### src/include/i2c_master_params.svh
`ifndef I2C_MASTER_PARAMS_SVH
`define I2C_MASTER_PARAMS_SVH

// target address, without the direction bit
`define I2C_ADDRESS_WIDTH 7
`define I2C_BYTE_WIDTH 8

// divider input of the phase timer
`define I2C_DIVIDER_WIDTH 16
`define I2C_PHASE_COUNT 4

`endif

### src/verilog/i2c_frame_pkg.sv
`include "i2c_master_params.svh"

package i2c_frame_pkg;

    // direction bit, last bit of the address byte
    typedef enum logic {
        dir_write = 1'b0,
        dir_read  = 1'b1
    } i2c_dir_e;

    // first byte after a start
    typedef struct packed {
        logic [`I2C_ADDRESS_WIDTH-1:0] device_address;
        i2c_dir_e                      direction;
    } i2c_address_byte_s;

    ////////////////////
    // one byte on the bus, plain or as an address byte
    typedef union packed {
        logic [`I2C_BYTE_WIDTH-1:0] raw;
        i2c_address_byte_s          address;
    } i2c_byte_u;

endpackage

### src/verilog/i2c_byte_shifter.sv
`timescale 1ns/1ps
`include "i2c_master_params.svh"

module i2c_byte_shifter (
    input  logic                       clock,
    input  logic                       reset_n,
    input  logic                       load,
    input  i2c_frame_pkg::i2c_byte_u   load_byte,
    input  logic                       shift,
    input  logic                       sda_in,
    output logic                       tx_bit,
    output logic [`I2C_BYTE_WIDTH-1:0] rx_byte,
    output logic                       byte_done
);

    localparam int COUNT_WIDTH = $clog2(`I2C_BYTE_WIDTH + 1);

    logic [`I2C_BYTE_WIDTH-1:0] shift_reg;
    logic [COUNT_WIDTH-1:0]     bits_left;

    ////////////////////
    // data path

    // msb goes out first, bus bits come in at the bottom
    always_ff @(posedge clock) begin
        if (load) begin
            shift_reg <= load_byte.raw;
        end
        else if (shift) begin
            shift_reg <= {shift_reg[`I2C_BYTE_WIDTH-2:0], sda_in};
        end
    end

    ////////////////////
    // bit counter

    always_ff @(posedge clock) begin
        if (!reset_n) begin
            bits_left <= '0;
        end
        else if (load) begin
            bits_left <= COUNT_WIDTH'(`I2C_BYTE_WIDTH);
        end
        else if (shift && bits_left != '0) begin
            bits_left <= bits_left - 1'b1;
        end
    end

    assign tx_bit    = shift_reg[`I2C_BYTE_WIDTH-1];
    // a read loads all ones, so after eight shifts only bus bits remain
    assign rx_byte   = shift_reg;
    assign byte_done = (bits_left == '0);

endmodule

### config.mk
export PLATFORM = sky130hd
export DESIGN_NAME = i2c_byte_shifter
export DESIGN_NICKNAME = d
export VERILOG_FILES = /design/src/verilog/i2c_frame_pkg.sv /design/src/verilog/i2c_byte_shifter.sv
export VERILOG_INCLUDE_DIRS = /design/src /design/src/include
export SDC_FILE = /design/constraint.sdc
export NUM_CORES = 1
export LEC_CHECK = 0
export BUFFER_PORTS_ARGS = -buffer_cell sky130_fd_sc_hd__buf_2
export CAP_MARGIN = 30
export CORE_MARGIN = 1.5
export CORE_UTILIZATION = 40
export DETAILED_ROUTE_END_ITERATION = 7
export PLACE_DENSITY_LB_ADDON = 0.1
export SLEW_MARGIN = 40
export SYNTH_ARGS = -nofsm -noshare
export SYNTH_HDL_FRONTEND = slang
export SYNTH_SLANG_ARGS = --single-unit
### constraint.sdc
create_clock -name clock -period 1.2 [get_ports clock]
set_input_delay 0.24 -clock clock [delete_from_list [all_inputs] [get_ports clock]]
set_output_delay 0.24 -clock clock [all_outputs]
set_load 0.03 [all_outputs]
==> flow_metrics.py <==
metrics = {
    "placed_design": {
        "dp_hpwl_um": 731,
        "place_area_um2": 718,
        "port_buffers": 22,
        "place_ws_ns": -0.0461,
        "gp_congestion": 0.699,
    },
    "grt": {
        "antenna_found_initial": 0,
        "grt_pass1_wl_um": 1410,
        "grt_pass1_vias": 342,
        "grt_usage": 0.136,
        "grt_max_degree": 13,
        "globalRouteOverflowTotal": 0,
    },
    "route": {
        "vias_per_cell": 5.00,
        "dr.pass1.iters": 4,
        "antenna_left": 0,
        "via_count": 445,
        "wl_per_cell_um": 11.1,
        "drt_wl_total_um": 990,
        "route.detailed.drc": 0,
        "first_iter_violations": 8,
    },
    "timing": {
        "tightest_slew_ns": 0.247,
        "timing.final.crit_share": 1.16,
        "slew_headroom": 0.836,
        "grt_setup_unrepaired": "true",
        "final.min_clock_period_ns": 1.39,
        "drv_slew": 0,
        "hold_viol": 0,
        "finalWorstSetupSlack_ns": -0.194,
        "setup_viol": 4,
        "clock_skew_ns": 0.000259,
        "fmax_mhz": 717,
    },
    "final_layout": {
        "layout_common_cells": "21 x buf_2, 8 x mux2_2, 8 x edfxtp_1, 5 x buf_4",
        "fill_cells": 105,
        "drive_gt1_frac": 0.716,
        "syn2layout_area_growth_pct": 44.7,
        "diodes": 0,
        "final_common_cell": "buf_2",
        "fin_area_um2": 798,
        "final_net_count": 89,
    },
    "die": {
        "start_util": 0.424,
        "die-area_mm2": 0.00161,
        "coreArea_mm2": 0.00130,
        "rows": 13,
        "die_x_um": 40.1,
        "die-height_um": 40.1,
        "boundaryPins": 23,
    },
    "logic_synthesis": {
        "syn_nets": 58,
        "seq_area_frac_synth": 0.580,
        "syn_avg_cell_area_um2": 12.5,
        "syn_area_um2": 552,
        "ys_seq_elements": 12,
        "ys_types": 18,
        "yosys-top-cells-area": "edfxtp_1 44%, mux2_2 16%, dfxtp_1 15%, a21oi_1 2.7%, ha_1 2.3%",
        "yosysTopAreaCellShare": 0.435,
        "synth_warnings": 0,
        "syn_inst": 44,
        "post-synth-top-area-cell": "edfxtp_1",
    },
    "run": {
        "drv_cap": 0,
    },
    "cts": {
        "cts.path.max_buffers": 2,
        "h-tree-depth": 1,
        "postCtsHoldBufs": 0,
        "ctsRootBufferMaster": "clkbuf_4",
        "cts_buffers": 3,
        "cts_sinks": 12,
        "clk_pin_slew_worst_paths_ns": 0.07,
        "clk_latency_ns": 0.26,
        "cts_tree": "yes",
    },
    "power": {
        "vdd_drop_max_v": 0.000824,
        "leakage_nw": 0.340,
        "p_per_area_mw_per_mm2": 1280,
    },
    "worst_setup_path": {
        "crit_path_start_kind": "flip-flop",
        "critPathArrivalTime_ns": 1.15,
        "critPathKind": "reg2out",
        "crit_fanout": 3,
        "worstPathRequired_ns": 0.96,
        "worst_setup_path_end_kind": "output pin",
    },
    "status": {
        "status": "finished, violations left",
        "violations": "negative setup slack",
    },
    "min_path": {
        "hold_path_class": "in2reg",
    },
}
## through the flow
step / power, W / instances / util / setup TNS (ns) / hold WS, ns
floorplan: 0.000683 / 44 / - / -0.109 / 0.371
global placement: 0.000750 / 82 / 0.552 / -0.0515 / 0.484
detailed placement: 0.000754 / 82 / 0.552 / -0.110 / 0.494
CTS: 0.00103 / 89 / 0.604 / -0.636 / 0.210
global route: 0.00108 / 89 / 0.613 / -0.798 / 0.209
finish: 0.00102 / 89 / 0.613 / -0.624 / 0.224
## critical path: stages (launching register included)
cell and delay (ns):
dfxtp_2 0.33, inv_2 0.06, ha_4 0.13, nor3b_4 0.21, buf_6 0.16
## logic make-up after synthesis
family / synth area share
compound gates: 0.0635
fa+ha+maj: 0.0227
buf+inv: 0.0431
flops: 0.581
mux: 0.163
simple gates: 0.127
## sequential cells by signal, summed over array words and instances (netlist names)
name       cells
bits_left      4
rx_byte        8
## power by group
group,internal (W),switching (W)
clock network,0.000120,0.000126
registers,0.000486,0.0000192
logic,0.000123,0.000150
## final cells by class
class	count	area [um2]	area share
clock buffer	3	22.5	0.0282
clock inverter	1	3.75	0.00470
inverter	3	11.3	0.0141
multi-input combinational	27	253	0.317
sequential	12	324	0.406
tap	15	18.8	0.0235
timing repair buffer	28	165	0.207
## routing by layer
layer  wire length [um]  GRT usage  vias up
met1                455      0.178      202
li1                   -          -      221
met5                  0          0        -
met4                  0     0.0517        0
met2                454      0.214       22
met3                 80     0.0333        0
## synth_stat cells
cell type  count
inv_1          3
a21oi_1        3
nand2_1        3
o21ai_0        2
edfxtp_1       8
buf_2          1
or2_2          1
nand4b_1       1
or4b_1         1
mux2_2         8
dfxtp_1        4
nor3b_1        1
buf_4          1
or3_1          2
ha_1           1
nor2_1         2
o311a_1        1
nand2b_1       1
## path summary, 6_finish.rpt
path              slack [ns]                        end  depth (start not counted)                       from
setup / recovery       -0.19                  byte_done                          4  bits_left[1]$_SDFFE_PP0P_
hold / removal          0.22  bits_left[3]$_SDFFE_PN0P_                          2                    reset_n
setup reg to reg       -0.16  bits_left[0]$_SDFFE_PP0P_                          6  bits_left[0]$_SDFFE_PP0P_
hold reg to reg         0.53  bits_left[1]$_SDFFE_PP0P_                          2  bits_left[1]$_SDFFE_PP0P_
## repair_timing
item,CTS,global route
setup buffers,3,1
endpoints found under the setup margin,4,5
pin swaps,1,3
gates resized for setup,5,4
No activity file was read; power rests on OpenSTA's default activity.
