===== src/include/i2c_master_params.svh =====
`ifndef I2C_MASTER_PARAMS_SVH
`define I2C_MASTER_PARAMS_SVH

// target address, without the direction bit
`define I2C_ADDRESS_WIDTH 7
`define I2C_BYTE_WIDTH 8

// divider input of the phase timer
`define I2C_DIVIDER_WIDTH 16
`define I2C_PHASE_COUNT 4

`endif


===== src/verilog/i2c_control_pkg.sv =====
`include "i2c_master_params.svh"

package i2c_control_pkg;

    // quarters of one SCL bit
    typedef enum logic [$clog2(`I2C_PHASE_COUNT)-1:0] {
        phase_low_set  = 2'd0,
        phase_rise     = 2'd1,
        phase_high     = 2'd2,
        phase_low_hold = 2'd3
    } i2c_phase_e;

    ////////////////////
    // transaction FSM, one bit per state step
    typedef enum logic [2:0] {
        st_idle      = 3'd0,
        st_start     = 3'd1,
        st_send_byte = 3'd2,
        st_check_ack = 3'd3,
        st_restart   = 3'd4,
        st_read_byte = 3'd5,
        st_send_nack = 3'd6,
        st_stop      = 3'd7
    } i2c_state_e;

endpackage


===== src/verilog/i2c_phase_timer.sv =====
`timescale 1ns/1ps
`include "i2c_master_params.svh"

module i2c_phase_timer (
    input  logic                          clock,
    input  logic                          reset_n,
    input  logic                          run,
    input  logic [`I2C_DIVIDER_WIDTH-1:0] divider,
    input  logic                          scl_in,
    output i2c_control_pkg::i2c_phase_e   phase,
    output logic                          phase_step
);

    import i2c_control_pkg::*;

    logic [`I2C_DIVIDER_WIDTH-1:0] count;
    logic                          count_done;
    logic                          scl_seen;
    logic                          scl_wait;

    ////////////////////
    // phase end detect

    assign count_done = (count == divider);

    // target may hold SCL low after we release it
    assign scl_wait = (phase == phase_rise) && !scl_seen;

    assign phase_step = run && count_done && !scl_wait;

    ////////////////////
    // counters

    always_ff @(posedge clock) begin
        if (!reset_n) begin
            scl_seen <= 1'b1;
        end
        else begin
            // one flop on the pin
            scl_seen <= scl_in;
        end
    end

    always_ff @(posedge clock) begin
        if (!reset_n) begin
            phase <= phase_low_set;
            count <= '0;
        end
        else if (!run) begin
            phase <= phase_low_set;
            count <= '0;
        end
        else if (phase_step) begin
            // wraps from low_hold back to low_set
            phase <= i2c_phase_e'(phase + 2'd1);
            count <= '0;
        end
        else if (!count_done) begin
            count <= count + 1'b1;
        end
        // count parks at divider while SCL is stretched
    end

endmodule


===== config.mk =====
export PLATFORM = sky130hd
export DESIGN_NAME = i2c_phase_timer
export DESIGN_NICKNAME = d
export VERILOG_FILES = /design/src/verilog/i2c_control_pkg.sv /design/src/verilog/i2c_phase_timer.sv
export VERILOG_INCLUDE_DIRS = /design/src /design/src/include
export SDC_FILE = /design/constraint.sdc
export NUM_CORES = 1
export LEC_CHECK = 0
export BUFFER_PORTS_ARGS = -buffer_cell sky130_fd_sc_hd__buf_2
export CAP_MARGIN = 20
export CORE_MARGIN = 3
export CORE_UTILIZATION = 60
export CTS_BUF_LIST = sky130_fd_sc_hd__clkbuf_2
export CTS_CLUSTER_DIAMETER = 60
export DETAILED_ROUTE_END_ITERATION = 8
export GPL_ROUTABILITY_DRIVEN = 0
export PLACE_DENSITY = 0.95
export RECOVER_POWER = 100
export SETUP_SLACK_MARGIN = 0.5
export SLEW_MARGIN = 20
export SYNTH_ARGS = -nofsm -noshare
export SYNTH_HDL_FRONTEND = slang
export SYNTH_SLANG_ARGS = --single-unit

===== constraint.sdc =====
create_clock -name clock -period 5.2 [get_ports clock]
set_clock_uncertainty 0.2 [all_clocks]
set_input_delay 0.26 -clock clock [delete_from_list [all_inputs] [get_ports clock]]
set_output_delay 0.26 -clock clock [all_outputs]
set_load 0.005 [all_outputs]

==> results.md <==
- Max Freq: 0.2765 GHz
- Synth area leaders: dfxtp_1, xnor2_1, a21oi_1, o31ai_1, or4_1
- Slew Limit Fails: 13
- Final Total Pwr: 239.3 uW
- TritonRoute pass-1 iters: 5
- Worst path arrival time: between 3000 and 4000 ps
- Seq cells post-synth: 19
- IO Pins: 23
- Syn nets: 148
- Congestion Overflow GR: 0
- Syn Inst Count: 126
- GRT Overall Usage: about 23%
- First-pass GRT wire length: 4443 um
- Number of buffers added on ports: 22
- Pwr dens: 188.6 nW/um^2
- Clk Latency, worst-skew pair: 320 ps
- FILL cells: about 150
- Initial DRC count: 34
- Leak: slightly below 0.0004 uW
- CTS buffer count: 3
- Reg clk slew, reported paths: 180 ps
- RSZ-0062 raised after global routing: no
- Synth top area share: 33.52%
- Violated checks: max-capacitance violations, max-slew violations
- Die area: 2449 um^2
- Initial antenna violation count: 0
- CTS H-tree depth: 1
- Chip Width: 49.49 um
- Critical path class: flip-flop to output pin
- Vias per cell: approximately 6.3
- ANT nets after route: 0
- Final hold vios: 0
- Startpoint types: flip-flop
- Root Driver: clkbuf_2
- Starting Density: 64.33%
- Final Critical Period: 3617 ps
- DP Wirelength: 1919 um
- Final nets: 172
- Vias: 1104
- Worst hold path depth: 3
- Mapped Area: 1135 um^2
- Commonest cells after routing, fill and taps aside: buf_2, dfxtp_1, a21oi_1
- Hold crit path type: input port to flip-flop
- Cell taking the most area after synthesis: dfxtp_1
- Mapped Avg Cell Area: 9.007 um^2
- Core Area: 1764 um^2
- R2R setup slack: 1750 ps
- Vias in the first global route: 1020
- Distinct cells, synth: 33
- Worst-case clock buffer depth: 2
- CTS tree: yes
- Final setup TNS: 0 ps
- Most common cell after layout, fill and taps aside: buf_2
- CP Data Required Time: 4740 ps
- Ys Warns: 0
- FF-to-FF path depth: 6
- WL/cell: between 15 and 20 um
- CP Max Fanout: 21
- Synthesis-to-layout area growth: 11.80%
- Post-route DRC: 0
- CP Capture Type: output pin
- Post-cts resize count: 0
- Count of final setup violators: 0
- Worst slew pin tran: 1614 ps
- Seq/Total Area, Yosys: between 30% and 40%
- Final Cycle Share: a little over two thirds
- Die height: between 40 and 50 um
- Maximum VDD drop: between 0.1 and 0.15 mV
- Ant. Diodes: 0
- Fraction of layout cells with a size suffix above 1: 20.81%
- Core Rows: 15
- Clk sink count: 19
- Status: finished, violations left
- Largest net degree at the start of global routing: 33
- Max-slew headroom: -8.574%
- Wirelength, routed: 2729 um
- Max-cap viol count: 1
==> final timing paths <==
kind	to	start
hold / removal	phase[0]$_SDFFE_PN0P_	run
hold reg to reg	count[15]$_SDFFE_PP0P_	count[15]$_SDFFE_PP0P_
setup reg to reg	count[8]$_SDFFE_PP0P_	count[2]$_SDFFE_PP0P_
setup / recovery	phase_step	count[2]$_SDFFE_PP0P_
==> power by group <==
group / switching, uW / internal, uW
registers: 1.30 / 147
clock network: 46.2 / 20.4
logic: 10.7 / 13.8
total: 58.2 / 181
==> kinds of logic after synthesis <==
logic type               Yosys count  share of synthesized area [%]
AO/OA/AOI/OAI                     33                          17.53
XOR/XNOR                          17                          16.10
adder cells (fa/ha/maj)            2                          2.205
buffers and inverters              9                          4.409
flip-flops                        19                          33.52
multiplexers                       1                         0.8821
AND/OR/NAND/NOR                   45                          25.36
==> flip-flops by register name, summed over array words and instances (netlist names) <==
register,count
count,16
scl_seen,1
phase,2
==> stage by stage <==
stage	std cells	cell area, um^2	setup WS [ps]	utilization, %	hold WS (ps)
after floorplan	126	1135	3170	-	133.0
after global placement	167	1246	2530	70.64	242.2
after detailed placement	167	1246	2396	70.64	280.2
after CTS	173	1286	2020	72.91	23.89
after global routing	174	1269	1403	71.91	37.34
final	174	1269	1583	71.91	35.07
==> repair_timing <==
action / in CTS / in global routing
setup buffers: 0 / 0
hold buffers: 2 / 0
hold endpoints to repair: 1 / 0
==> worst max-delay path, cell delays in order, from the launching register on <==
cell	delay, ps
dfxtp_1	620
xnor2_4	160
nand4_1	140
nor4_1	1340
buf_6	300
and3_1	170
clkbuf_1	110
==> cell usage after synthesis, drive strengths merged <==
master,count
or3,5
nor3,1
o41ai,1
mux2i,1
dfxtp,19
or4b,1
clkbuf,2
nor4,1
and3,1
or2,1
and2b,1
nand2b,2
nand4,7
nand3,7
o31ai,9
nand2,5
o21ai,5
ha,2
or4,10
buf,4
a21oi,16
a21o,1
nor2,3
a311oi,1
xnor2,17
inv,3
==> layer usage <==
layer	track usage (%)	up-vias	share of wire, %
li1	-	521	-
met1	29.73	504	41
met2	36.83	68	49
met3	4.834	11	8.0
met4	11.98	0	2.5
met5	0	-	0
==> final cells by class <==
| class | count | area (um^2) | area share (%) |
|---|---|---|---|
| Clock buffer | 4 | 20.02 | 1.578 |
| Inverter | 3 | 11.26 | 0.8876 |
| Timing Repair Buffer | 25 | 138.9 | 10.95 |
| Sequential cell | 19 | 380.4 | 29.98 |
| Multi-Input combinational cell | 98 | 686.9 | 54.14 |
| Tap cell | 25 | 31.28 | 2.465 |
No activity file was read; power rests on OpenSTA's default activity.
