<file path="src/include/i2c_master_params.svh">
`ifndef I2C_MASTER_PARAMS_SVH
`define I2C_MASTER_PARAMS_SVH

// target address, without the direction bit
`define I2C_ADDRESS_WIDTH 7
`define I2C_BYTE_WIDTH 8

// divider input of the phase timer
`define I2C_DIVIDER_WIDTH 16
`define I2C_PHASE_COUNT 4

`endif

</file>
<file path="src/verilog/i2c_control_pkg.sv">
`include "i2c_master_params.svh"

package i2c_control_pkg;

    // quarters of one SCL bit
    typedef enum logic [$clog2(`I2C_PHASE_COUNT)-1:0] {
        phase_low_set  = 2'd0,
        phase_rise     = 2'd1,
        phase_high     = 2'd2,
        phase_low_hold = 2'd3
    } i2c_phase_e;

    ////////////////////
    // transaction FSM, one bit per state step
    typedef enum logic [2:0] {
        st_idle      = 3'd0,
        st_start     = 3'd1,
        st_send_byte = 3'd2,
        st_check_ack = 3'd3,
        st_restart   = 3'd4,
        st_read_byte = 3'd5,
        st_send_nack = 3'd6,
        st_stop      = 3'd7
    } i2c_state_e;

endpackage

</file>
<file path="src/verilog/i2c_frame_pkg.sv">
`include "i2c_master_params.svh"

package i2c_frame_pkg;

    // direction bit, last bit of the address byte
    typedef enum logic {
        dir_write = 1'b0,
        dir_read  = 1'b1
    } i2c_dir_e;

    // first byte after a start
    typedef struct packed {
        logic [`I2C_ADDRESS_WIDTH-1:0] device_address;
        i2c_dir_e                      direction;
    } i2c_address_byte_s;

    ////////////////////
    // one byte on the bus, plain or as an address byte
    typedef union packed {
        logic [`I2C_BYTE_WIDTH-1:0] raw;
        i2c_address_byte_s          address;
    } i2c_byte_u;

endpackage

</file>
<file path="src/verilog/i2c_sequencer.sv">
`timescale 1ns/1ps
`include "i2c_master_params.svh"

module i2c_sequencer (
    input  logic                         clock,
    input  logic                         reset_n,
    input  logic                         enable,
    input  i2c_frame_pkg::i2c_dir_e      read_write,
    input  logic [`I2C_ADDRESS_WIDTH-1:0] device_address,
    input  logic [`I2C_BYTE_WIDTH-1:0]   register_address,
    input  logic [`I2C_BYTE_WIDTH-1:0]   write_data,
    input  i2c_control_pkg::i2c_phase_e  phase,
    input  logic                         phase_step,
    input  logic                         tx_bit,
    input  logic [`I2C_BYTE_WIDTH-1:0]   rx_byte,
    input  logic                         byte_done,
    input  logic                         sda_in,
    output logic                         run,
    output logic                         load,
    output i2c_frame_pkg::i2c_byte_u     load_byte,
    output logic                         shift,
    output logic                         scl_low,
    output logic                         sda_low,
    output logic                         busy,
    output logic [`I2C_BYTE_WIDTH-1:0]   read_data,
    output logic                         ack_error
);

    import i2c_frame_pkg::*;
    import i2c_control_pkg::*;

    i2c_state_e                    state;
    i2c_state_e                    state_next;
    logic [`I2C_ADDRESS_WIDTH-1:0] saved_device;
    logic [`I2C_BYTE_WIDTH-1:0]    saved_register;
    logic [`I2C_BYTE_WIDTH-1:0]    saved_data;
    i2c_dir_e                      saved_dir;
    logic [1:0]                    byte_index;
    logic                          nack_seen;
    logic                          accept;
    logic                          bit_end;
    logic                          sample;
    logic                          clock_low;
    logic                          scl_next;
    logic                          sda_next;

    assign accept    = (state == st_idle) && enable;
    assign bit_end   = phase_step && (phase == phase_low_hold);
    assign sample    = phase_step && (phase == phase_high);
    assign clock_low = (phase == phase_low_set) || (phase == phase_low_hold);

    assign busy  = (state != st_idle);
    assign run   = (state != st_idle);
    assign shift = sample && (state == st_send_byte || state == st_read_byte);

    ////////////////////
    // request capture

    always_ff @(posedge clock) begin
        if (accept) begin
            saved_device   <= device_address;
            saved_register <= register_address;
            saved_data     <= write_data;
            saved_dir      <= read_write;
        end
    end

    ////////////////////
    // next state and byte loads

    always_comb begin
        state_next    = state;
        load          = 1'b0;
        load_byte.raw = '1;
        case (state)
            st_idle: begin
                if (enable) begin
                    state_next = st_start;
                end
            end
            st_start: begin
                if (bit_end) begin
                    state_next                       = st_send_byte;
                    load                             = 1'b1;
                    load_byte.address.device_address = saved_device;
                    load_byte.address.direction      = dir_write;
                end
            end
            st_send_byte: begin
                if (bit_end && byte_done) begin
                    state_next = st_check_ack;
                end
            end
            st_check_ack: begin
                if (bit_end) begin
                    if (nack_seen) begin
                        state_next = st_stop;
                    end
                    else if (byte_index == 2'd0) begin
                        state_next    = st_send_byte;
                        load          = 1'b1;
                        load_byte.raw = saved_register;
                    end
                    else if (byte_index == 2'd1 && saved_dir == dir_write) begin
                        state_next    = st_send_byte;
                        load          = 1'b1;
                        load_byte.raw = saved_data;
                    end
                    else if (byte_index == 2'd1) begin
                        state_next = st_restart;
                    end
                    else if (saved_dir == dir_write) begin
                        state_next = st_stop;
                    end
                    else begin
                        // all ones keeps SDA released while the target drives
                        state_next = st_read_byte;
                        load       = 1'b1;
                    end
                end
            end
            st_restart: begin
                if (bit_end) begin
                    state_next                       = st_send_byte;
                    load                             = 1'b1;
                    load_byte.address.device_address = saved_device;
                    load_byte.address.direction      = dir_read;
                end
            end
            st_read_byte: begin
                if (bit_end && byte_done) begin
                    state_next = st_send_nack;
                end
            end
            st_send_nack: begin
                if (bit_end) begin
                    state_next = st_stop;
                end
            end
            st_stop: begin
                if (bit_end) begin
                    state_next = st_idle;
                end
            end
            default: begin
                state_next = st_idle;
            end
        endcase
    end

    ////////////////////
    // line levels per state and phase

    always_comb begin
        scl_next = clock_low;
        sda_next = 1'b0;
        case (state)
            st_idle: begin
                scl_next = 1'b0;
            end
            st_start: begin
                // SDA falls while SCL is still high
                scl_next = (phase == phase_low_hold);
                sda_next = (phase == phase_high) || (phase == phase_low_hold);
            end
            st_restart: begin
                sda_next = (phase == phase_high) || (phase == phase_low_hold);
            end
            st_send_byte: begin
                // tx_bit moves on at the end of high, so hold through low_hold
                sda_next = (phase == phase_low_hold) ? sda_low : !tx_bit;
            end
            st_stop: begin
                // SDA rises while SCL is high
                scl_next = (phase == phase_low_set);
                sda_next = (phase == phase_low_set) || (phase == phase_rise);
            end
            default: begin
                // ack, read and nack bits leave SDA released
                sda_next = 1'b0;
            end
        endcase
    end

    always_ff @(posedge clock) begin
        if (!reset_n) begin
            state      <= st_idle;
            byte_index <= '0;
            nack_seen  <= 1'b0;
            ack_error  <= 1'b0;
            read_data  <= '0;
            scl_low    <= 1'b0;
            sda_low    <= 1'b0;
        end
        else begin
            state   <= state_next;
            scl_low <= scl_next;
            sda_low <= sda_next;
            if (accept) begin
                byte_index <= '0;
                ack_error  <= 1'b0;
            end
            if (sample && state == st_check_ack) begin
                nack_seen <= sda_in;
            end
            if (bit_end && state == st_check_ack) begin
                if (nack_seen) begin
                    ack_error <= 1'b1;
                end
                else begin
                    byte_index <= byte_index + 1'b1;
                end
            end
            if (bit_end && state == st_read_byte && byte_done) begin
                read_data <= rx_byte;
            end
        end
    end

endmodule
</file>
<file path="config.mk">
export PLATFORM = sky130hd
export DESIGN_NAME = i2c_sequencer
export DESIGN_NICKNAME = d
export VERILOG_FILES = /design/src/verilog/i2c_control_pkg.sv /design/src/verilog/i2c_frame_pkg.sv /design/src/verilog/i2c_sequencer.sv
export VERILOG_INCLUDE_DIRS = /design/src /design/src/include
export SDC_FILE = /design/constraint.sdc
export NUM_CORES = 1
export LEC_CHECK = 0
export BUFFER_PORTS_ARGS = -buffer_cell sky130_fd_sc_hd__buf_2
export CORE_MARGIN = 5
export CORE_UTILIZATION = 50
export CTS_CLUSTER_SIZE = 25
export DETAILED_ROUTE_END_ITERATION = 10
export PLACE_DENSITY = 0.79
export SLEW_MARGIN = 20
export SYNTH_ARGS = -nofsm -noshare
export SYNTH_HDL_FRONTEND = slang
export SYNTH_SLANG_ARGS = --single-unit
</file>
<file path="constraint.sdc">
create_clock -name clock -period 2.25 [get_ports clock]
set_input_delay 0.1125 -clock clock [delete_from_list [all_inputs] [get_ports clock]]
set_output_delay 0.1125 -clock clock [all_outputs]
set_load 0.05 [all_outputs]
</file>
==> qor.csv, run 1 <==
metric;value;unit
portBuffers;63;
synth-xor-area-share;0.9044;%
route.detailed.drc;0;
r2r_cells;4;
rows;22;
fin_nets;311;
synth_edf_count;24;
setup_viol;0;
synth_top_area_cell;edfxtp_1;
synth_area;1937;um^2
ys_warn_count;0;
async_flop_share;0;%
postCtsSetupRepairBufs;0;
slew_violations;0;
grt_setup_unrepaired;no;
min_path_type;in2reg;
fin_area;2616;um^2
synthCells;176;
cts_sinks;41;
pwr-share-comb;28.3;%
clk_pin_slew;0.08;ns
fmax;0.4814;GHz
vias_per_cell;5.013;
io_pins;64;
grt_pass1_vias;1576;
synth.distinct_cells;37;
grt_pass1_wl;7341;um
post-route-util;70.40;%
clock-root-buffer;clkbuf_8;
worstMarginPinSlew;0.5423;ns
whs_path_depth;3;
power_density;810.6;nW/um^2
use_met2;32.36;%
grt.met1_usage;21.33;%
drive_above_1_share;29.17;%
h-tree-depth;2;
diodes;0;
synth-seq-area-share;54.78;%
hold_viol_final;0;
hpwl;2838;um
grtUsageMet3;5.263;%
synth_fa_ha_area_share;4.522;%
synthesis.nets;224;
skew;0.003096;ns
placed_cell_area;2282;um^2
grt_max_degree;25;
antenna_found_initial;0;
fin_tns_setup;0;ns
status;finished, final reports clean;
maxSlewHeadroom;63.80;%
yosys.area_share.simple;16.02;%
synthFlopType;edfxtp_1;
grtUsageTotal;18.19;%
wl_per_cell;14.41;um
p_leak;1.095;nW
die_h;72.24;um
path_max_fanout;14;
start_kind;flop;
cts_tree;built;
crit_required;2.14;ns
fin_crit;2.077;ns
overflow;0;
p_clk_share;21.8;%
cp.arrival;1.96;ns
pre_cts_ws;0.4199;ns
p_switching;0.0007217;W
yosysTopAreaCellShare;37.21;%
clock_path_buffers;2;
gp_congestion;0.8390;
die_w;72.24;um
switching_share;34.03;%
seq_power_share;49.9;%
insertion_delay;0.29;ns
die_area;5219;um^2
ir_drop;0.6591;mV
drt_iter0_markers;137;
synth_area_leaders;edfxtp_1 37%, dfxtp_1 18%, mux2i_1 6.2%, ha_1 4.5%, nor2b_1 3.9%;
synth_top_family_by_area;simple AND/OR/NAND/NOR gates;
synth_compound_area_share;13.70;%
syn_to_final_growth;35.08;%
cts_buffers;5;
netlist_top_cells_count;24 x edfxtp_1, 17 x dfxtp_1, 17 x nand2_1, 13 x nor2_1;
ys_seq_elements;41;
cp-end-kind;primary output;
path_class;reg2out;
drt_wl_total;4497;um
initial_core_util;52.12;%
first_pass_iters;4;
coreArea;3716;um^2
grt-busiest-layer;met2;
max-cap-violations;0;
fin_crit_sh;92.32;%
vias;1564;
synth.avg_cell_area;11.00;um^2
setup_ws;0.1727;ns
power.internal;0.001399;W
yosysMostFrequentCell;edfxtp_1;
route.antenna.remaining_nets;0;
synthMuxAreaShare;6.202;%
-- metrics by stage --
| step | hold WS (ns) | total power, W | std cells |
|---|---|---|---|
| CTS | 0.0003920 | 0.002118 | 310 |
| floorplan | 0.2114 | 0.001504 | 176 |
| global placement | 0.2885 | 0.001629 | 280 |
| finish | 0.07791 | 0.002121 | 312 |
| detailed placement | 0.2906 | 0.001633 | 280 |
| global route | 0.08699 | 0.002229 | 312 |
-- placed cells by master, fill, tap and decap left out, types with 3 or more instances in the layout --
| cell type | instances |
|---|---|
| nor2b_1 | 12 |
| a21oi_1 | 4 |
| clkbuf_8 | 5 |
| nand2_1 | 17 |
| ha_1 | 6 |
| buf_2 | 63 |
| dlygate4sd3_1 | 24 |
| o21ai_0 | 9 |
| o21a_1 | 3 |
| nand3_1 | 4 |
| a2bb2oi_1 | 8 |
| dfxtp_1 | 16 |
| mux2i_1 | 12 |
| edfxtp_1 | 24 |
| inv_1 | 10 |
| nor2_1 | 13 |
-- layout make-up --
class / count / area [um^2]
inverters: 10 / 37.54
clock buffers: 7 / 76.32
well taps: 48 / 60.06
flip-flops and latches: 41 / 1062
fillers: 288 / 1100
multi-input cells: 117 / 809.5
repair buffers: 88 / 563.0
clock inverters: 1 / 7.507
-- routing by layer --
layer  up-vias  wire, um
met5         -         0
met2        59      2259
met3         8       320
met1       696      1871
met4         0        46
li1        801         -
-- power by group through the flow --
stage          clock [W]  sequential [W]  combinational (W)
4_1_cts         0.000471         0.00105           0.000593
3_5_place_dp           0         0.00107           0.000562
6_report        0.000462         0.00106           0.000600
5_1_grt         0.000506         0.00108           0.000644
3_3_place_gp           0         0.00107           0.000560
2_1_floorplan          0         0.00105           0.000450
-- critical path: stages (launching register included) --
cell and delay [ns]:
dfxtp_1 0.65, nand3b_4 0.16, or3_4 0.42, o21ai_0 0.17, buf_2 0.28
-- flip-flops by register name (all words and copies together) (netlist names) --
signal and count:
read_data 8, nack_seen 1, saved_register 8, sda_low 1, saved_data 8, scl_low 1, saved_dir 1, ack_error 1
state 3, byte_index 2, saved_device 7
-- worst paths after layout --
path	endpoint	slack (ns)	start
setup / recovery	load	0.17	state[1]$_SDFFE_PN0P_
hold / removal	read_data[7]$_SDFFE_PN0P_	0.08	rx_byte[7]
setup reg to reg	state[0]$_SDFFE_PN0P_	0.55	state[1]$_SDFFE_PN0P_
hold reg to reg	byte_index[1]$_SDFF_PN0_	0.49	byte_index[1]$_SDFF_PN0_
-- repair_timing --
| action | CTS | global route |
|---|---|---|
| setup endpoints to repair | 0 | 7 |
| hold buffers | 22 | 2 |
| resized for setup | 0 | 3 |
| hold endpoints to repair | 22 | 2 |
-- kinds of logic after synthesis --
logic type | Yosys count
AND/OR/NAND/NOR | 58
flip-flops | 41
AO/OA/AOI/OAI | 38
buffers and inverters | 18
multiplexers | 12
adder cells (fa/ha/maj) | 7
XOR/XNOR | 2
(Power assumes the default switching activity.)
==> run 2: changes to the inputs <==
--- a/config.mk
+++ b/config.mk
@@ -10,6 +10,8 @@
 export CORE_MARGIN = 5
-export CORE_UTILIZATION = 50
+export CORE_UTILIZATION = 52
+export CTS_BUF_LIST = sky130_fd_sc_hd__clkbuf_2
+export CTS_CLUSTER_DIAMETER = 200
 export CTS_CLUSTER_SIZE = 25
 export DETAILED_ROUTE_END_ITERATION = 10
-export PLACE_DENSITY = 0.79
+export PLACE_DENSITY = 0.82
 export SLEW_MARGIN = 20
==> constraint.sdc (replaced) <==
create_clock -name clock -period 2.25 [get_ports clock]
set_input_delay 0.225 -clock clock [delete_from_list [all_inputs] [get_ports clock]]
set_output_delay 0.225 -clock clock [all_outputs]
set_load 0.05 [all_outputs]
==> run 2 against run 1 <==
Effect of this change:
- total power rose by 0.44%
- non-clock buffer count rose by 3
- flip-flop and latch count did not move
- sequential share of layout area fell by 0.58 points
- first-iteration DRC count fell by 32%
- core utilization rose by 3.1 points
- design area rose by 2.1%
- critical path depth rose by 1
- register-to-register slack got worse by 0.02 ns
- routed wire length fell by 1.7%
- largest power group unchanged
- fmax fell by 0.59%
==> qor.csv, run 2 (synthesis results as in run 1) <==
metric;value;unit
hpwl;2935;um
pwr-share-comb;31.4;%
cts_buffers;5;
crit_buf_inv;2;
fin_crit;2.090;ns
fin_crit_sh;92.87;%
cp_slowest_cell;dfxtp_1;
seq_power_share;48.2;%
p_switching;0.0007301;W
p_leak;1.130;nW
rrSetupSlack;0.53;ns
h-tree-depth;2;
drive_above_1_share;32.58;%
route.antenna.remaining_nets;0;
grt_max_degree;25;
switching_share;34.28;%
cp.arrival;1.86;ns
ir_drop;0.4261;mV
io_pins;64;
die_area;5045;um^2
worstMarginPinSlew;0.3422;ns
path_class;reg2out;
route.detailed.drc;0;
setup_viol;0;
cts_tree;built;
start_kind;flop;
first_pass_iters;4;
setup_ws;0.1604;ns
cts_sinks;41;
gp_congestion;0.8704;
maxSlewHeadroom;77.11;%
clock_path_buffers;2;
fin_nets;314;
fin_tns_setup;0;ns
syn_to_final_growth;37.86;%
power.internal;0.001400;W
rows;22;
min_path_type;in2reg;
grt_pass1_wl;6996;um
die_h;71.03;um
wl_met1;1829;um
vias_per_cell;5.010;
drt_iter0_markers;93;
p_clk_share;20.4;%
initial_core_util;53.31;%
portBuffers;63;
max_stage_delay;0.51;ns
vias;1578;
clock-root-buffer;clkbuf_2;
grtUsageTotal;17.47;%
max-cap-violations;0;
largestRegisters;read_data (8), saved_data (8), saved_register (8);
grt_setup_unrepaired;no;
pre_cts_ws;0.4147;ns
diodes;0;
route.met3.wl;389;um
overflow;0;
layout_commonest_cell;buf_2;
path_max_fanout;13;
skew;0.02392;ns
antenna_found_initial;0;
drt_wl_total;4420;um
path_delay_family;flip-flops;
fmax;0.4786;GHz
fin_area;2670;um^2
clk_pin_slew;0.22;ns
routed.top_layer;met4;
wl_per_cell;14.03;um
die_w;71.03;um
placed_cell_area;2305;um^2
cp-end-kind;primary output;
crit_required;2.03;ns
power_density;797.8;nW/um^2
hold_viol_final;0;
coreArea;3633;um^2
status;finished, final reports clean;
final_cell_mix;55 x buf_2, 24 x dlygate4sd3_1, 24 x edfxtp_1;
slew_violations;0;
met2_wirelength;2167;um
insertion_delay;0.39;ns
grt_pass1_vias;1498;
crit_chain;buf_4, nand3b_1, o21ai_1, nor2b_1, buf_2;
==> run 2: changes by cell type in the layout (fill, tap and decap cells not counted), moves of 2 or more <==
cell,change
clkbuf_2,+6
dfxtp_2,+2
clkbuf_1,-2
dfxtp_1,-3
clkbuf_8,-5
buf_2,-8
buf_4,+9
==> run 2: final cells by class <==
type | count | area (um^2)
clock inverters | 2 | 38.79
well taps | 48 | 60.06
fillers | 258 | 963.4
clock buffers | 6 | 30.03
flip-flops and latches | 41 | 1069
repair buffers | 91 | 609.3
inverters | 10 | 37.54
multi-input cells | 117 | 825.8
==> run 2: worst paths after layout <==
kind | from | endpoint | depth (start not counted)
worst max-delay path | state[0]$_SDFFE_PN0P_ | shift | 5
worst min-delay path | rx_byte[7] | read_data[7]$_SDFFE_PN0P_ | 3
worst max register to register | state[0]$_SDFFE_PN0P_ | saved_register[5]$_DFFE_PP_ | 5
worst min register to register | byte_index[1]$_SDFF_PN0_ | byte_index[1]$_SDFF_PN0_ | 2
==> run 2: tightest hold or removal path, stage by stage <==
cell	delay [ns]
buf_2	0.07
mux2i_1	0.05
nor2b_1	0.09
==> run 2: what timing repair did <==
item / CTS / global route
resized for setup: 6 / 16
buffers inserted: 0 / 0
endpoints found under the hold margin: 24 / 0
setup endpoints to repair: 6 / 9
pin swaps: 0 / 1
gates cloned: 0 / 0
hold buffers: 24 / 0
==> run 2: power groups by stage <==
stage          Clock, W  Combinational, W  Sequential [W]
6_report       0.000434          0.000669         0.00103
5_1_grt        0.000481          0.000718         0.00104
4_1_cts        0.000445          0.000659         0.00102
3_5_place_dp          0          0.000624         0.00104
3_3_place_gp          0          0.000615         0.00104
2_1_floorplan         0          0.000450         0.00105
==> run 2: metal layers <==
layer | global-route usage [%] | vias to the layer above
met3 | 5.398 | 4
met5 | 0 | -
met4 | 4.384 | 0
met1 | 21.38 | 705
li1 | - | 808
met2 | 29.97 | 61
==> run 2: through the flow <==
| stage | util (%) | hold slack, ns | total power (W) | std cells |
|---|---|---|---|---|
| final | 73.48 | 0.07061 | 0.002130 | 315 |
| after global routing | 73.48 | 0.06101 | 0.002239 | 315 |
| after CTS | 72.31 | 0.05385 | 0.002127 | 315 |
| after detailed placement | 63.43 | 0.4031 | 0.001663 | 283 |
| after global placement | 63.43 | 0.4014 | 0.001653 | 283 |
| after floorplan | - | 0.3239 | 0.001504 | 176 |
==> run 3: changes to the inputs <==
CORE_UTILIZATION = 50   (was 52)
CTS_BUF_LIST = not set   (was sky130_fd_sc_hd__clkbuf_2)
PLACE_DENSITY = 0.79   (was 0.82)
==> run 3 against run 2 <==
Effect of this change:
- via count down 5.0%
- setup slack better by 0.0092 ns
- cell count shrank 7.6%
- register-to-register slack about the same
- flip-flop and latch count unchanged
- highest routed layer unchanged
- fmax up 0.44%
- die area up 3.4%
- routed wire length fell by 11%
- combinational power shrank 7.5%
- core utilization decreased by 8.9 points
==> qor.csv, run 3 (synthesis results as in run 1) <==
metric;value;unit
reg2reg_to;saved_device[5]$_DFFE_PP_;
path_class;reg2out;
insertion_delay;0.29;ns
cp-end-kind;primary output;
hold_start;register_address[7];
cts_sinks;41;
drive_above_1_share;33.33;%
syn_to_final_growth;23.97;%
first_pass_iters;4;
cts_hold_buf;0;
h-tree-depth;2;
diodes;0;
holdPathEnd;saved_register[7]$_DFFE_PP_;
portBuffers;63;
max-cap-violations;0;
route.antenna.remaining_nets;0;
route.detailed.drc;0;
min_path_type;in2reg;
grtUsageTotal;15.75;%
crit_chain;nand3b_4, nor3_2, a2bb2oi_1, buf_2;
initial_core_util;52.12;%
die_area;5219;um^2
r2r_cells;5;
placed_cell_area;2305;um^2
max_stage_delay;0.55;ns
clock_path_buffers;2;
total_power;0.002140;W
skew;0.004665;ns
die_h;72.24;um
coreArea;3716;um^2
path_delay_family;simple AND/OR/NAND/NOR gates;
vias;1499;
vias_per_cell;5.151;
fmax;0.4807;GHz
final_cell_mix;63 x buf_2, 24 x edfxtp_1, 17 x nand2_1;
fin_nets;290;
cp.arrival;1.86;ns
largestRegisters;read_data (8), saved_data (8), saved_register (8);
cts_tree;built;
path_max_fanout;10;
cp_slowest_cell;dfxtp_1;
p_leak;1.020;nW
postCtsSetupRepairBufs;0;
cts_buffers;5;
grt_max_degree;25;
rows;22;
drt_iter0_markers;63;
fin_tns_setup;0;ns
clock-root-buffer;clkbuf_8;
rrSetupSlack;0.54;ns
fin_crit_sh;92.47;%
wl_per_cell;13.55;um
fin_area;2401;um^2
status;finished, final reports clean;
post_cts_resized;0;
antenna_found_initial;0;
hpwl;2989;um
maxSlewHeadroom;63.85;%
io_pins;64;
post-route-util;64.61;%
gp_congestion;0.8149;
power_density;891.1;nW/um^2
setup_viol;0;
start_kind;flop;
die_w;72.24;um
crit_buf_inv;1;
overflow;0;
grt_pass1_vias;1483;
grt_setup_unrepaired;no;
grt_pass1_wl;6479;um
fin_crit;2.080;ns
ir_drop;0.5497;mV
slew_violations;0;
whs_path_depth;1;
crit_required;2.03;ns
worstMarginPinSlew;0.5392;ns
hold_viol_final;0;
r2r-start;state[0]$_SDFFE_PN0P_;
layout_commonest_cell;buf_2;
drt_wl_total;3942;um
clk_pin_slew;0.08;ns
run 3: changes by cell type in the layout (fill, tap and decap cells not counted), moves of 3 or more:
cell | previous run | this run
dfxtp_1 | 13 | 16
dlygate4sd3_1 | 24 | 0
clkbuf_8 | 0 | 6
buf_4 | 10 | 4
buf_2 | 55 | 63
clkbuf_2 | 6 | 0
run 3: worst register-to-register path: stages, from the launching register on:
cell	delay, ns
dfxtp_1	0.42
buf_4	0.22
nor3_1	0.22
nand2_1	0.16
inv_1	0.08
buf_4	0.28
run 3: through the flow:
stage	worst slack, ns	std cells	hold slack, ns
after floorplan	0.07697	176	0.3239
after global placement	0.4413	283	0.4015
after detailed placement	0.4146	283	0.4031
after CTS	0.1119	291	0.09885
after global routing	0.008815	291	0.08578
final	0.1695	291	0.1076
run 3: cell type report:
class,instances,area (um^2)
fillers,315,1315
flip-flops and latches,41,1062
multi-input cells,117,800.8
repair buffers,67,345.3
clock buffers,6,82.58
well taps,48,60.06
inverters,10,37.54
clock inverters,2,12.51
run 3: worst max path at each step:
stage                              end                startpoint  cells past startpoint
after floorplan           load_byte[4]  byte_index[0]$_SDFF_PN0_                      7
after global placement    load_byte[4]                  phase[0]                      7
after detailed placement  load_byte[5]                  phase[0]                      7
after CTS                 load_byte[5]     state[2]$_SDFFE_PN0P_                      4
after global routing      load_byte[0]  byte_index[1]$_SDFF_PN0_                      7
final                     load_byte[5]     state[0]$_SDFFE_PN0P_                      4
run 3: per-layer routing:
layer / global-route usage (%) / vias to the layer above / wire [um]
met3: 5.956 / 4 / 337
met2: 26.19 / 54 / 1906
met1: 19.36 / 685 / 1667
li1: - / 756 / -
met4: 3.758 / 0 / 31
met5: 0 / - / 0
run 3: power by group:
group / total [W] / switching (W) / internal [W]
registers: 0.00102 / 0.0000662 / 0.000958
clock network: 0.000495 / 0.000247 / 0.000249
logic: 0.000619 / 0.000409 / 0.000210
